**src/hw/afu_pkg.sv**
```systemverilog
/*
 * AFU shared definitions
 * Status word width, soft reset pulse length,
 * host command opcodes and completion FSM states
 */
package afu_pkg;

	//////////////////////
	// Widths and timing
	//////////////////////

	// Status word handed to the host, MSB first
	//   63..48 job tag
	//   47..32 job length N
	//   31..0  sum of k*k for k = 1..N, mod 2^32
	localparam int STATUS_W = 64;

	// Cycles soft_rstn is held low per completion
	localparam int SOFT_RST_CYCLES = 4;
	// Counter wide enough for the soft reset count
	localparam int SOFT_CNT_W = $clog2(SOFT_RST_CYCLES + 1);

	//////////////////////
	// Enumerations
	//////////////////////

	// Host command opcodes on cmd_op
	typedef enum logic [1:0] {
		CMD_NOP     = 2'd0,
		CMD_ENABLE  = 2'd1,
		CMD_DISABLE = 2'd2,
		CMD_START   = 2'd3
	} cmd_op_t;

	// Done controller states
	typedef enum logic [2:0] {
		DONE_RESET, DONE_IDLE, DONE_RESET_REQ, DONE_RESET_PENDING, DONE_MMIO_REQ
	} done_state;

endpackage

```
**src/hw/job_if.sv**
```systemverilog
/*
 * Job interface
 * Start, parameters, result and done between
 * the command intake and the sum of squares engine
 */
`timescale 1ns/1ps

interface job_if;
	// One cycle start pulse, intake to engine
	logic        start;
	// Job parameters, stable while busy
	logic [15:0] tag;
	logic [15:0] length;
	// Engine result, held with done
	logic [31:0] result;
	logic        done;
	// One cycle pulse once the status has been reported
	logic        clear;

	modport intake_mp (
		output start, tag, length, clear,
		input  result, done
	);

	modport engine_mp (
		input  start, length, clear,
		output result, done
	);
endinterface

```
**src/hw/accel_top.sv**
```systemverilog
/*
 * Accelerator completion path top
 * Command intake, sum of squares engine, soft reset
 * sequencer, done controller and status reporter
 */
`timescale 1ns/1ps

module accel_top (
	input  logic                         clock,
	input  logic                         rstn,
	input  logic                         cmd_req,
	input  afu_pkg::cmd_op_t             cmd_op,
	input  logic [31:0]                  cmd_data,
	output logic                         cmd_ack,
	output logic                         status_req,
	input  logic                         status_ack,
	output logic [afu_pkg::STATUS_W-1:0] status_data,
	output logic                         busy
);
	import afu_pkg::*;

	logic                soft_rstn;
	logic                enabled;
	logic                reset_done;
	logic                report_req;
	logic                report_ack;
	logic [STATUS_W-1:0] report_status;

	job_if job_bus ();

	//////////////////////
	// Input side
	//////////////////////

	cmd_intake u_intake (
		.clock, .rstn, .soft_rstn,
		.cmd_req, .cmd_op, .cmd_data, .cmd_ack,
		.enabled, .busy,
		.report_done (report_ack),
		.job         (job_bus)
	);

	//////////////////////
	// Processing
	//////////////////////

	sum_sq_engine u_engine (.clock, .rstn, .soft_rstn, .job(job_bus));

	soft_reset_seq u_soft_rst (.clock, .rstn, .reset_done, .soft_rstn);

	// Status word is tag, length, sum
	done_control u_done (
		.clock, .rstn, .soft_rstn,
		.enabled_in       (enabled),
		.algorithm_status ({job_bus.tag, job_bus.length, job_bus.result}),
		.algorithm_done   (job_bus.done),
		.report_ack, .reset_done, .report_req, .report_status
	);

	//////////////////////
	// Output side
	//////////////////////

	status_reporter u_reporter (
		.clock, .rstn,
		.report_req, .report_status, .report_ack,
		.status_req, .status_ack, .status_data
	);

endmodule

```
**src/hw/cmd_intake.sv**
```systemverilog
/*
 * Command intake
 * Four-phase req/ack from the host, opcode decode,
 * completion enable and busy tracking for one job
 */
`timescale 1ns/1ps

module cmd_intake (
	input  logic             clock,
	input  logic             rstn,
	input  logic             soft_rstn,
	input  logic             cmd_req,
	input  afu_pkg::cmd_op_t cmd_op,
	input  logic [31:0]      cmd_data,
	output logic             cmd_ack,
	output logic             enabled,
	output logic             busy,
	input  logic             report_done,
	job_if.intake_mp         job
);
	import afu_pkg::*;

	logic accept;
	logic start_ok;

	// New command seen, ack still low
	assign accept = cmd_req & ~cmd_ack;
	// A start only takes while idle and engine out of soft reset
	assign start_ok = accept && (cmd_op == CMD_START) && !busy && soft_rstn;

	//////////////////////
	// Handshake
	//////////////////////

	always_ff @(posedge clock or negedge rstn) begin
		if (!rstn) begin
			cmd_ack <= 1'b0;
		end else if (accept) begin
			cmd_ack <= 1'b1;
		end else if (!cmd_req) begin
			// Host released req
			cmd_ack <= 1'b0;
		end
	end

	//////////////////////
	// Decode
	//////////////////////

	always_ff @(posedge clock or negedge rstn) begin
		if (!rstn) begin
			enabled   <= 1'b0;
			busy      <= 1'b0;
			job.start <= 1'b0;
			job.clear <= 1'b0;
		end else begin
			job.start <= 1'b0;
			job.clear <= 1'b0;
			if (accept && cmd_op == CMD_ENABLE)
				enabled <= 1'b1;
			if (accept && cmd_op == CMD_DISABLE)
				enabled <= 1'b0;
			// START while busy is acked and dropped
			if (start_ok) begin
				busy      <= 1'b1;
				job.start <= 1'b1;
			end
			// Report delivered, job slot free again
			if (report_done) begin
				busy      <= 1'b0;
				job.clear <= 1'b1;
			end
		end
	end

	// Tag in the upper half, length in the lower
	always_ff @(posedge clock) begin
		if (start_ok) begin
			job.tag    <= cmd_data[31:16];
			job.length <= cmd_data[15:0];
		end
	end

endmodule

```
**src/hw/done_control.sv**
```systemverilog
/*
 * Done controller
 * On job done, request a soft reset, wait for soft_rstn
 * to come back, then hand the latched status to the reporter
 */
`timescale 1ns/1ps

module done_control (
	input  logic                         clock,
	input  logic                         rstn,
	input  logic                         soft_rstn,
	input  logic                         enabled_in,
	input  logic [afu_pkg::STATUS_W-1:0] algorithm_status,
	input  logic                         algorithm_done,
	input  logic                         report_ack,
	output logic                         reset_done,
	output logic                         report_req,
	output logic [afu_pkg::STATUS_W-1:0] report_status
);
	import afu_pkg::*;

	done_state             current_state;
	done_state             next_state;
	logic                  enabled;
	logic                  done_reg;
	logic [STATUS_W-1:0]   status_latched;
	logic                  soft_rstn_s1;
	logic                  soft_rstn_s2;
	logic                  soft_rstn_rise;

	//////////////////////
	// Input registers
	//////////////////////

	always_ff @(posedge clock or negedge rstn) begin
		if (!rstn) begin
			enabled        <= 1'b0;
			done_reg       <= 1'b0;
			soft_rstn_s1   <= 1'b1;
			soft_rstn_s2   <= 1'b1;
			soft_rstn_rise <= 1'b0;
		end else begin
			enabled        <= enabled_in;
			done_reg       <= algorithm_done;
			// Two stage sync, then edge detect
			soft_rstn_s1   <= soft_rstn;
			soft_rstn_s2   <= soft_rstn_s1;
			soft_rstn_rise <= soft_rstn_s1 & ~soft_rstn_s2;
		end
	end

	//////////////////////
	// Completion FSM
	//////////////////////

	// Whole controller frozen while disabled
	always_ff @(posedge clock or negedge rstn) begin
		if (!rstn)
			current_state <= DONE_RESET;
		else if (enabled)
			current_state <= next_state;
	end

	always_comb begin
		next_state = current_state;
		case (current_state)
			DONE_RESET:         next_state = DONE_IDLE;
			DONE_IDLE:          if (done_reg) next_state = DONE_RESET_REQ;
			DONE_RESET_REQ:     next_state = DONE_RESET_PENDING;
			DONE_RESET_PENDING: if (soft_rstn_rise) next_state = DONE_MMIO_REQ;
			DONE_MMIO_REQ:      if (report_ack) next_state = DONE_IDLE;
			default:            next_state = DONE_RESET;
		endcase
	end

	// Track the engine status until the job finishes
	always_ff @(posedge clock) begin
		if (enabled && current_state == DONE_IDLE)
			status_latched <= algorithm_status;
	end

	always_ff @(posedge clock or negedge rstn) begin
		if (!rstn) begin
			reset_done    <= 1'b1;
			report_status <= '0;
		end else if (enabled) begin
			// reset_done low only for the cycle after RESET_REQ
			reset_done <= (current_state != DONE_RESET_REQ);
			// Follows the latched status, which freezes once done is seen
			if (current_state == DONE_RESET)
				report_status <= '0;
			else
				report_status <= status_latched;
		end
	end

	// All-zero status means nothing to report
	assign report_req = (current_state == DONE_MMIO_REQ) && (report_status != '0);

endmodule

```
**src/hw/soft_reset_seq.sv**
```systemverilog
/*
 * Soft reset sequencer
 * Fixed-length soft_rstn low pulse on each
 * falling edge of reset_done
 */
`timescale 1ns/1ps

module soft_reset_seq (
	input  logic clock,
	input  logic rstn,
	input  logic reset_done,
	output logic soft_rstn
);
	import afu_pkg::*;

	logic                  reset_done_q;
	logic [SOFT_CNT_W-1:0] count;

	always_ff @(posedge clock or negedge rstn) begin
		if (!rstn) begin
			reset_done_q <= 1'b1;
			soft_rstn    <= 1'b1;
			count        <= '0;
		end else begin
			reset_done_q <= reset_done;
			if (!soft_rstn) begin
				// Pulse running, new requests ignored
				if (count != '0)
					count <= count - 1'b1;
				else
					soft_rstn <= 1'b1;
			end else if (reset_done_q && !reset_done) begin
				// Request seen, go low next cycle
				soft_rstn <= 1'b0;
				count     <= SOFT_CNT_W'(SOFT_RST_CYCLES - 1);
			end
		end
	end

endmodule

```
**src/hw/status_reporter.sv**
```systemverilog
/*
 * Status reporter
 * Delivers the completion status to the host over
 * a four-phase req/ack, then acks the done controller
 */
`timescale 1ns/1ps

module status_reporter (
	input  logic                         clock,
	input  logic                         rstn,
	input  logic                         report_req,
	input  logic [afu_pkg::STATUS_W-1:0] report_status,
	output logic                         report_ack,
	output logic                         status_req,
	input  logic                         status_ack,
	output logic [afu_pkg::STATUS_W-1:0] status_data
);

	typedef enum logic [1:0] {
		REP_IDLE, REP_WAIT_ACK, REP_WAIT_REL
	} rep_state_t;

	rep_state_t state;

	always_ff @(posedge clock or negedge rstn) begin
		if (!rstn) begin
			state      <= REP_IDLE;
			status_req <= 1'b0;
			report_ack <= 1'b0;
		end else begin
			report_ack <= 1'b0;
			case (state)
				// Skip the cycle our own ack is still out
				REP_IDLE: if (report_req && !report_ack) begin
					status_req <= 1'b1;
					state      <= REP_WAIT_ACK;
				end
				// Hold req and data until the host acks
				REP_WAIT_ACK: if (status_ack) begin
					status_req <= 1'b0;
					state      <= REP_WAIT_REL;
				end
				// Host must drop ack before the controller moves on
				REP_WAIT_REL: if (!status_ack) begin
					report_ack <= 1'b1;
					state      <= REP_IDLE;
				end
				default: state <= REP_IDLE;
			endcase
		end
	end

	// Data captured with req, stable through the handshake
	always_ff @(posedge clock) begin
		if (state == REP_IDLE && report_req && !report_ack)
			status_data <= report_status;
	end

endmodule

```
**src/hw/sum_sq_engine.sv**
```systemverilog
/*
 * Sum of squares engine
 * Adds k*k for k = 1..N into a 32-bit accumulator,
 * one term per clock, then holds result and done
 */
`timescale 1ns/1ps

module sum_sq_engine (
	input  logic     clock,
	input  logic     rstn,
	input  logic     soft_rstn,
	job_if.engine_mp job
);

	logic [15:0] count;
	logic [31:0] acc;
	logic [31:0] square;
	logic        running;
	logic        done_q;

	// 16x16 product always fits in 32 bits
	assign square = 32'(count) * 32'(count);

	always_ff @(posedge clock or negedge rstn) begin
		if (!rstn) begin
			count   <= '0;
			acc     <= '0;
			running <= 1'b0;
			done_q  <= 1'b0;
		end else if (!soft_rstn || job.clear) begin
			// Soft reset wipes the finished job
			count   <= '0;
			acc     <= '0;
			running <= 1'b0;
			done_q  <= 1'b0;
		end else if (job.start) begin
			acc   <= '0;
			count <= 16'd1;
			// Empty job is done right away with sum 0
			if (job.length == 16'd0) begin
				running <= 1'b0;
				done_q  <= 1'b1;
			end else begin
				running <= 1'b1;
				done_q  <= 1'b0;
			end
		end else if (running) begin
			acc <= acc + square;
			// Last term added this cycle
			if (count == job.length) begin
				running <= 1'b0;
				done_q  <= 1'b1;
			end else begin
				count <= count + 16'd1;
			end
		end
	end

	// Result is only meaningful while done is high
	assign job.result = acc;
	assign job.done   = done_q;

endmodule

```
**config.mk**
```make
export PLATFORM = sky130hd
export DESIGN_NAME = accel_top
export DESIGN_NICKNAME = d
export VERILOG_FILES = /design/src/hw/afu_pkg.sv /design/src/hw/job_if.sv /design/src/hw/accel_top.sv /design/src/hw/cmd_intake.sv /design/src/hw/done_control.sv /design/src/hw/soft_reset_seq.sv /design/src/hw/status_reporter.sv /design/src/hw/sum_sq_engine.sv
export SDC_FILE = /design/constraint.sdc
export NUM_CORES = 1
export LEC_CHECK = 0
export BUFFER_PORTS_ARGS = -buffer_cell sky130_fd_sc_hd__buf_2
export CORE_ASPECT_RATIO = 0.7
export CORE_MARGIN = 5
export CORE_UTILIZATION = 45
export CTS_BUF_LIST = sky130_fd_sc_hd__clkbuf_4 sky130_fd_sc_hd__clkbuf_8 sky130_fd_sc_hd__clkbuf_16
export CTS_CLUSTER_DIAMETER = 120
export DETAILED_ROUTE_END_ITERATION = 12
export GPL_ROUTABILITY_DRIVEN = 0
export RECOVER_POWER = 100
export SLEW_MARGIN = 20
export SYNTH_ARGS = -nofsm -noshare
export SYNTH_HDL_FRONTEND = slang
export SYNTH_SLANG_ARGS = --single-unit
```
**constraint.sdc**
```tcl
create_clock -name clock -period 11.5 [get_ports clock]
set_input_delay 0.575 -clock clock [delete_from_list [all_inputs] [get_ports clock]]
set_output_delay 0.575 -clock clock [all_outputs]
set_load 0.05 [all_outputs]
```
== Word-level counts from Yosys, hierarchy flattened ==
Cells that the tools add are included.

* Bits in registers: 297
* Bits of input ports: 38
* Output and inout bits: 67
* Logic and storage cells: 133

* Add/sub/neg operators: 3
* Multiply operators: 1
* Eq/ne operators: 20
* Muxes and demuxes: 45
* Bitwise operators: 4
* Reductions and logical operators: 33

{| class="wikitable"
|+ Operator list
! kind !! number
|-
| $mux 32 || 3
|-
| $mux 16 || 4
|-
| $mux 64 || 1
|-
| $reduce_bool 64->1 || 1
|-
| $add 32x32->32 || 1
|-
| $mul 16x16->32 || 1
|-
| $mux 1 || 25
|-
| $mux 3 || 6
|-
| $add 16x1->16 const B || 1
|-
| $eq 16x16->1 || 1
|-
| $logic_not 16->1 || 1
|-
| $pmux 3 s5 || 1
|-
| $logic_and 1x1->1 || 11
|-
| $ne 2x1->1 const B || 5
|-
| $reduce_bool 3->1 || 3
|-
| $reduce_bool 2->1 || 4
|-
| $eq 2x2->1 const B || 3
|-
| $eq 3x2->1 const B || 2
|-
| $mux 2 || 3
|-
| $ne 2x2->1 const B || 3
|-
| $ne 3x2->1 const B || 2
|-
| $pmux 2 s3 || 1
|-
| $reduce_and 2->1 || 3
|-
| $reduce_and 3->1 || 2
|-
| 12 further kinds || 18
|}

== Logic depth before layout (Yosys ltp) ==
Gate-level depths: netlist of run 1.

* Word-level depth: 7
* Mapped depth: 25
* Depth with buffers taken out: 22

== Cells and area by module ==
From an unflattened synthesis of run 1, not the netlist that was laid out.

* Cell total of the unflattened synthesis: 1,769
* Area total of the unflattened synthesis: 19,337.3 µm²

{| class="wikitable"
|+ Modules (own cells, without submodules)
! module !! instances !! cells each !! area an instance (µm²) !! sequential area each (µm²)
|-
| sum_sq_engine || 1 || 1,233 || 10,890.4 || 1,251.2
|-
| done_control || 1 || 390 || 4,943.5 || 3,752.3
|-
| status_reporter || 1 || 80 || 2,110.8 || 2,021.9
|-
| cmd_intake || 1 || 47 || 1,158.6 || 1,086.0
|-
| soft_reset_seq || 1 || 19 || 234.0 || 127.6
|}

== Worst setup path after synthesis of run 1 ==
OpenSTA, ideal clock, no wires.

* Path type: reg2reg
* From: register u_done.current_state[1]
* To: register u_reporter.state[0]
* Setup time: 0.113 ns
* Arrival time: 7.957 ns
* Data required time: 11.387 ns
* Setup slack: 3.431 ns
* Cell stages (with the launch flop): 5
* Path buffers: 1
* Period minus slack after synthesis: 8.069 ns
* Cells stage by stage: dfrtp_1 > clkbuf_1 > or4b_2 > nor4_1 > o21bai_1

* Longest elaborated chain between the ends: 5

{| class="wikitable"
|+ RTL lines
! what !! line !! RTL
|-
| start: declaration || done_control.sv:22 || <nowiki>done_state current_state;</nowiki>
|-
| start signal: assignment || done_control.sv:61 || <nowiki>current_state <= next_state;</nowiki>
|-
| $eq 3x3->1 || done_control.sv:98 || <nowiki>assign report_req = (current_state == DONE_MMIO_REQ) && (report_status != '0);</nowiki>
|-
| $logic_and 1x1->1 || done_control.sv:98 ||
|-
| $logic_and 1x1->1 || status_reporter.sv:34 || <nowiki>REP_IDLE: if (report_req && !report_ack) begin</nowiki>
|-
| $ne 2x1->1 (no source line) || - ||
|-
| $reduce_and 3->1 (no source line) || - ||
|-
| end signal: assignment || status_reporter.sv:36 || <nowiki>state <= REP_WAIT_ACK;</nowiki>
|-
| end signal: assignment || status_reporter.sv:41 || <nowiki>state <= REP_WAIT_REL;</nowiki>
|-
| end signal: assignment || status_reporter.sv:46 || <nowiki>state <= REP_IDLE;</nowiki>
|-
| end: declaration || status_reporter.sv:23 || <nowiki>rep_state_t state;</nowiki>
|}

No other way between the ends.
A chain may end at the register's enable or synchronous reset.

==> flow_summary.json, run 1 <==
{
  "outcome": "finished with violations",
  "violations": "max-capacitance violations, max-slew violations",
  "hold_path_depth": 1,
  "cts.sinks": 297,
  "synth_top_family_by_area": "adder cells",
  "fin_crit_sh": 0.596,
  "synth-simple-area-share": 0.0910,
  "synth_top_cell_area_share": 0.253,
  "wl_mm": 43.6,
  "setup_viol": 0,
  "endpoint_kind": "flip-flop",
  "synthTopCellsByCount": "424 x inv_1, 191 x fa_1, 173 x nand2_1, 160 x edfxtp_1, 132 x dfrtp_1",
  "maxCapViolCount": 10,
  "fp.dieH_um": 182,
  "cts_root_buffer": "clkbuf_16",
  "grt_max_degree": 77,
  "fmax_ghz": 0.146,
  "hpwl_mm": 33.3,
  "clk_pin_slew_worst_paths_ns": 0.06,
  "cts_buffers": 28,
  "clock_path_buffers": 3,
  "drc": 0,
  "routedWlPerCell_um": 18.2,
  "stdcell_count": 2394,
  "yosys-top-cells-area": "edfxtp_1 25%, fa_1 20%, dfrtp_1 17%, inv_1 8.4%, ha_1 6.7%",
  "holdPathEnd": "u_intake.cmd_ack",
  "fin_util": 0.494,
  "firstDrtPassIters": 5,
  "critical_path.max_stage_delay_ns": 2.13,
  "top_regs": "u_done.report_status: 64 flops, u_done.status_latched: 64 flops, u_reporter.status_data: 64 flops",
  "gr-usage-met3": 0.0214,
  "grt_util_met2": 0.290,
  "critical_path_class": "flip-flop to flip-flop",
  "yosysSeqAreaShare": 0.434,
  "layout-drive-gt1-share": 0.0532,
  "synth_top_flop_cell": "edfxtp_1",
  "cts_resized": 0,
  "netlist_instances": 1736,
  "synth_compound_area_frac": 0.0623,
  "tightest_slew_ns": 4.36,
  "path_cells": "clkbuf_1, a21boi_0, clkbuf_1, nand2_1, o21ai_0",
  "row_count": 63,
  "htree_levels": 1,
  "maxSlewViolCount": 462,
  "synth_xor_area_frac": 0.0304,
  "final_antenna_net_count": 0,
  "synth_edf_count": 160,
  "crit_path_frequent_cell": "clkbuf_1",
  "reg2reg_depth": 5,
  "use_met1": 0.299,
  "die_w_um": 256,
  "grt_most_used_layer": "met1",
  "floorplan.initialDensity": 0.452,
  "synth_seq_cells": 297,
  "p_total_mw": 3.06,
  "cts_setup_buffers": 0,
  "synth.distinct_cells": 54,
  "muxShareOfSynthArea": 0.0150,
  "vias": 12053,
  "cp-start-kind": "flip-flop",
  "yosysMostFrequentCell": "inv_1",
  "core-area_um2": 42000,
  "finalSetupTns_ns": 0,
  "slowest_stage": "a21boi_0",
  "r2r_setup_slack_ns": 4.64,
  "power_density_nw_per_um2": 147,
  "netlist_area_um2": 19000,
  "cts_hold_buf": 0,
  "r2r_end": "u_done.report_status[1]",
  "io_buffer_count": 104,
  "whs_ns": 0.157,
  "area_delta_synth_final_pct": 9.37,
  "min_from": "cmd_req",
  "worstReg2RegStart": "u_done.enabled",
  "grt_pass1_vias": 12507,
  "io_pins": 105,
  "synth-adder-area-share": 0.269,
  "rsz0062_at_grt": "false",
  "fin_skew_ns": 0.0157,
  "antenna_found_initial": 0,
  "first_iter_violations": 756,
  "required_ns": 11.93,
  "vdd_drop_max_uv": 134,
  "ys_async_sr_fraction": 0.461,
  "synth_largest_area_cell": "edfxtp_1",
  "crit_fanout": 69,
  "fin_crit_ns": 6.86,
  "p_leak_nw": 9.87,
  "relSlewSlack": -1.90,
  "ys_warn_count": 0,
  "hold_violations": 0,
  "min_path_type": "input pin to flip-flop",
  "grt_overflow": 0,
  "die-area_um2": 46500,
  "grt_usage": 0.190,
  "dp.cells": 2342,
  "clk_latency_ns": 0.55,
  "syn_avg_cell_area_um2": 10.9,
  "crit_arrival_ns": 7.29,
  "via_per_inst": 5.03,
  "final_nets": 2151,
  "synth_nets": 2067,
  "antennaDiodeCount": 0,
  "cts_tree": "yes",
  "grt_pass1_wl_mm": 70.9
}
-- logic make-up (layout without fill, tap and decap cells) --
family | count (synthesis) | count (layout)
simple gates | 373 | 373
compound gates | 192 | 192
flops | 297 | 297
buf+inv | 487 | 593
xor+xnor | 66 | 66
fa+ha+maj | 293 | 293
mux | 28 | 28
-- where the power goes --
| part | switching (mW) | internal, mW |
|---|---|---|
| logic | 0.421 | 0.129 |
| registers | 0.160 | 1.43 |
| clock network | 0.394 | 0.517 |
| total | 0.975 | 2.08 |
-- critical path, delay by kind of cell (launching register included) --
family / cells / cell delay (ns)
compound gates: 2 / 2.29
buf+inv: 2 / 3.78
flops: 1 / 0.34
simple gates: 1 / 0.31
-- cells in the final DEF (no fill, tap or decap), types with 27 or more instances in the layout --
cell type,instances
edfxtp_1,160
ha_1,102
xnor2_1,49
nor2_1,80
inv_1,424
dfrtp_1,130
fa_1,191
clkbuf_1,78
a21oi_1,27
buf_2,35
clkbuf_16,29
o21ai_0,88
nand2_1,173
and2_1,33
-- final cells by class --
class                   instances  area (um^2)
clock buffers                  40          815
clock inverters                12         90.1
fillers                      3859        21200
flip-flops and latches        297         8240
well taps                     552          691
multi-input cells             952         8840
inverters                     424         1590
repair buffers                117          498
-- metal layers --
metal | vias to the layer above | routed length [um]
met2 | 246 | 19200
met4 | 0 | 820
met3 | 53 | 1820
met5 | - | 0
li1 | 5612 | -
met1 | 6142 | 21700
-- worst max path at each step --
stage | to | start | slack [ns] | cells past startpoint
6_report | u_done.report_status[1] | u_done.enabled | 4.64 | 5
5_1_grt | u_engine.running | rstn | 3.31 | 2
4_1_cts | u_engine.job.result[23] | u_engine.count[2] | 4.75 | 21
3_5_place_dp | u_engine.job.result[23] | u_engine.count[2] | 4.75 | 21
3_3_place_gp | u_engine.job.result[23] | u_engine.count[6] | 4.98 | 21
2_1_floorplan | u_reporter.state[0] | u_done.current_state[1] | 3.43 | 4
-- per-stage QoR --
stage          instance area (um^2)  setup slack, ns
3_3_place_gp                  20100             4.98
3_5_place_dp                  20100             4.75
2_1_floorplan                 19000             3.43
5_1_grt                       20800             3.31
6_report                      20800             4.64
4_1_cts                       21000             4.75
Power figures use the tool's default switching activity.
==> inputs of run 2 (changes only) <==
Settings changed: ABC_AREA from default to 1.
Clock period 11.5 ns to 6.15 ns, I/O delays scaled along.
==> run 2 against run 1 <==
  * Flip-flop and latch count stayed put
  * Count of clock-buffer cells in the layout fell by 5
  * Critical endpoint is now u_engine.job.result[31]
  * Routed wire length is 12% higher
  * Via count grew 17%
  * Sequential power rose by 77%
  * The flow still finishes with violations (max-capacitance violations, max-slew violations)
  * Clock power is 92% higher
  * Clock skew rose by 0.0087 ns
  * Design area up 7.4%
  * Largest cell class unchanged
==> flow_summary.json, run 2 <==
{
  "synth-simple-area-share": 0.148,
  "mostFrequentLayoutCell": "inv_1",
  "final_nets": 2585,
  "synth_nets": 2446,
  "cts_setup_buffers": 0,
  "final_cell_mix": "562 x inv_1, 411 x nand2_1, 191 x fa_1",
  "grt_pass1_vias": 14519,
  "cts_tree": "yes",
  "dp.cells": 2783,
  "hpwl_mm": 37.7,
  "ys_warn_count": 0,
  "hold_violations": 0,
  "crit_fanout": 13,
  "syn_avg_cell_area_um2": 9.44,
  "fp.dieH_um": 186,
  "cts_root_buffer": "clkbuf_16",
  "clock_path_buffers": 3,
  "synth_top_family_by_area": "adder cells",
  "final_antenna_net_count": 0,
  "synth_xor_area_frac": 0.0167,
  "grt_usage": 0.204,
  "grt_max_degree": 99,
  "synthTopCellsByCount": "560 x inv_1, 410 x nand2_1, 191 x fa_1, 160 x edfxtp_1, 132 x dfrtp_1",
  "min_path_type": "input pin to flip-flop",
  "io_pins": 105,
  "finalSetupTns_ns": 0,
  "wl_mm": 48.9,
  "htree_levels": 1,
  "ys_async_sr_fraction": 0.461,
  "cts.sinks": 297,
  "netlist_area_um2": 20000,
  "critical_path_class": "flip-flop to flip-flop",
  "violations": "max-capacitance violations, max-slew violations",
  "yosysMostFrequentCell": "inv_1",
  "fmax_ghz": 0.170,
  "stdcell_count": 2870,
  "clk_pin_slew_worst_paths_ns": 0.07,
  "synth_top_flop_cell": "edfxtp_1",
  "rsz0062_at_grt": "false",
  "grt_util_met2": 0.320,
  "antenna_found_initial": 0,
  "netlist_instances": 2115,
  "core-area_um2": 43800,
  "tightest_slew_ns": 3.84,
  "maxCapViolCount": 8,
  "maxSlewViolCount": 344,
  "top_regs": "u_done.report_status: 64 flops, u_done.status_latched: 64 flops, u_reporter.status_data: 64 flops",
  "synth_seq_cells": 297,
  "gr-usage-met3": 0.0409,
  "io_buffer_count": 104,
  "fin_crit_ns": 5.89,
  "vias": 14051,
  "p_leak_nw": 11.3,
  "endpoint_kind": "flip-flop",
  "synth_top_cell_area_share": 0.241,
  "row_count": 64,
  "relSlewSlack": -1.56,
  "first_iter_violations": 966,
  "cp-start-kind": "flip-flop",
  "yosysSeqAreaShare": 0.413,
  "setup_viol": 0,
  "floorplan.initialDensity": 0.456,
  "grt_pass1_wl_mm": 78.6,
  "p_total_mw": 5.86,
  "synth-adder-area-share": 0.255,
  "via_per_inst": 4.90,
  "drc": 0,
  "synth_compound_area_frac": 0.0452,
  "die_w_um": 262,
  "use_met1": 0.299,
  "required_ns": 6.61,
  "power_density_nw_per_um2": 263,
  "layout-drive-gt1-share": 0.0620,
  "routedWlPerCell_um": 17.0,
  "cts_buffers": 28,
  "area_delta_synth_final_pct": 11.7,
  "muxShareOfSynthArea": 0,
  "yosys-top-cells-area": "edfxtp_1 24%, fa_1 19%, dfrtp_1 17%, inv_1 11%, nand2_1 7.7%",
  "fin_util": 0.509,
  "grt_most_used_layer": "met2",
  "clk_latency_ns": 0.57,
  "fin_skew_ns": 0.0244,
  "vdd_drop_max_uv": 210,
  "antennaDiodeCount": 0,
  "outcome": "finished with violations",
  "fin_crit_sh": 0.957,
  "grt_overflow": 0,
  "synth_edf_count": 160,
  "crit_arrival_ns": 6.35,
  "whs_ns": 0.0412,
  "synth_largest_area_cell": "edfxtp_1",
  "synth.distinct_cells": 38,
  "firstDrtPassIters": 7,
  "die-area_um2": 48800
}
run 2: changes by cell type in the layout (fill, tap and decap cells not counted), sizes merged, moves of 16 or more:
| cell | delta |
|---|---|
| nor2 | +30 |
| xnor2 | -44 |
| buf | +20 |
| dlygate4sd3 | +35 |
| xor2 | +16 |
| mux2i | -25 |
| inv | +140 |
| nor4 | -20 |
| o21ai | +24 |
| and2 | -31 |
| nand3 | +107 |
| nand2 | +250 |
| a21o | -21 |
run 2: what timing repair did:
item / in CTS / in global routing
endpoints found under the setup margin: 1 / 9
endpoints found under the hold margin: 105 / 0
resized for setup: 1 / 9
hold buffers: 35 / 0
run 2: cell type report:
cell class                 count  area, um^2
fill                        4105       21500
clock buffer                  35         796
timing repair buffer         175        1040
tap                          594         743
sequential                   297        8250
inverter                     564        2120
multi-input combinational   1188        9210
clock inverter                17         153
run 2: worst max-delay path, cell delays in order, from the launching register on:
cell and delay, ns:
dfrtp_1 0.61, buf_12 0.21, nand2_1 0.19, fa_1 0.63, fa_1 0.45, fa_1 0.51
inv_1 0.05, fa_1 0.45, fa_1 0.51, inv_1 0.05, fa_1 0.48, inv_1 0.04
ha_1 0.38, nand2_1 0.14, nor2_1 0.30, nand2_1 0.14, nand3_1 0.24, nand2_1 0.11
nand2_1 0.08, nand2_1 0.04, nand3_1 0.06, nand2_1 0.06
run 2: kinds of logic (layout without fill, tap and decap cells):
logic type,Yosys count,count (layout)
adder cells (fa/ha/maj),293,293
AND/OR/NAND/NOR,698,698
XOR/XNOR,38,38
AO/OA/AOI/OAI,159,159
buffers and inverters,630,791
flip-flops,297,297
run 2: final timing paths:
path	from	end	slack [ns]	cells past startpoint
max reg2reg	u_engine.count[6]	u_engine.job.result[31]	0.26	21
max	u_engine.count[6]	u_engine.job.result[31]	0.26	21
max in group asynchronous	rstn	u_engine.count[4]	1.39	3
min reg2reg	u_done.reset_done	u_soft_rst.reset_done_q	0.37	0
min	cmd_op[0]	u_intake.enabled	0.04	3
min in group asynchronous	rstn	u_engine.count[1]	0.37	2
run 2: per-layer routing:
metal  up-vias  part of all wire
li1       6694                 -
met1      6873              0.46
met2       405              0.44
met3        79             0.073
met4         0             0.023
met5         -                 0
run 2: through the flow:
stage / instance area, um^2 / worst slack, ns
after floorplan: 20000 / 0.838
after global placement: 21200 / -0.0157
after detailed placement: 21200 / -0.0496
after CTS: 22500 / 0.221
after global routing: 22300 / 0.0596
final: 22300 / 0.262
run 2: report_power, final:
part / switching, mW / total (mW) / internal, mW
logic: 1.04 / 1.30 / 0.256
clock network: 0.777 / 1.75 / 0.972
registers: 0.192 / 2.81 / 2.62
total: 2.01 / 5.86 / 3.85
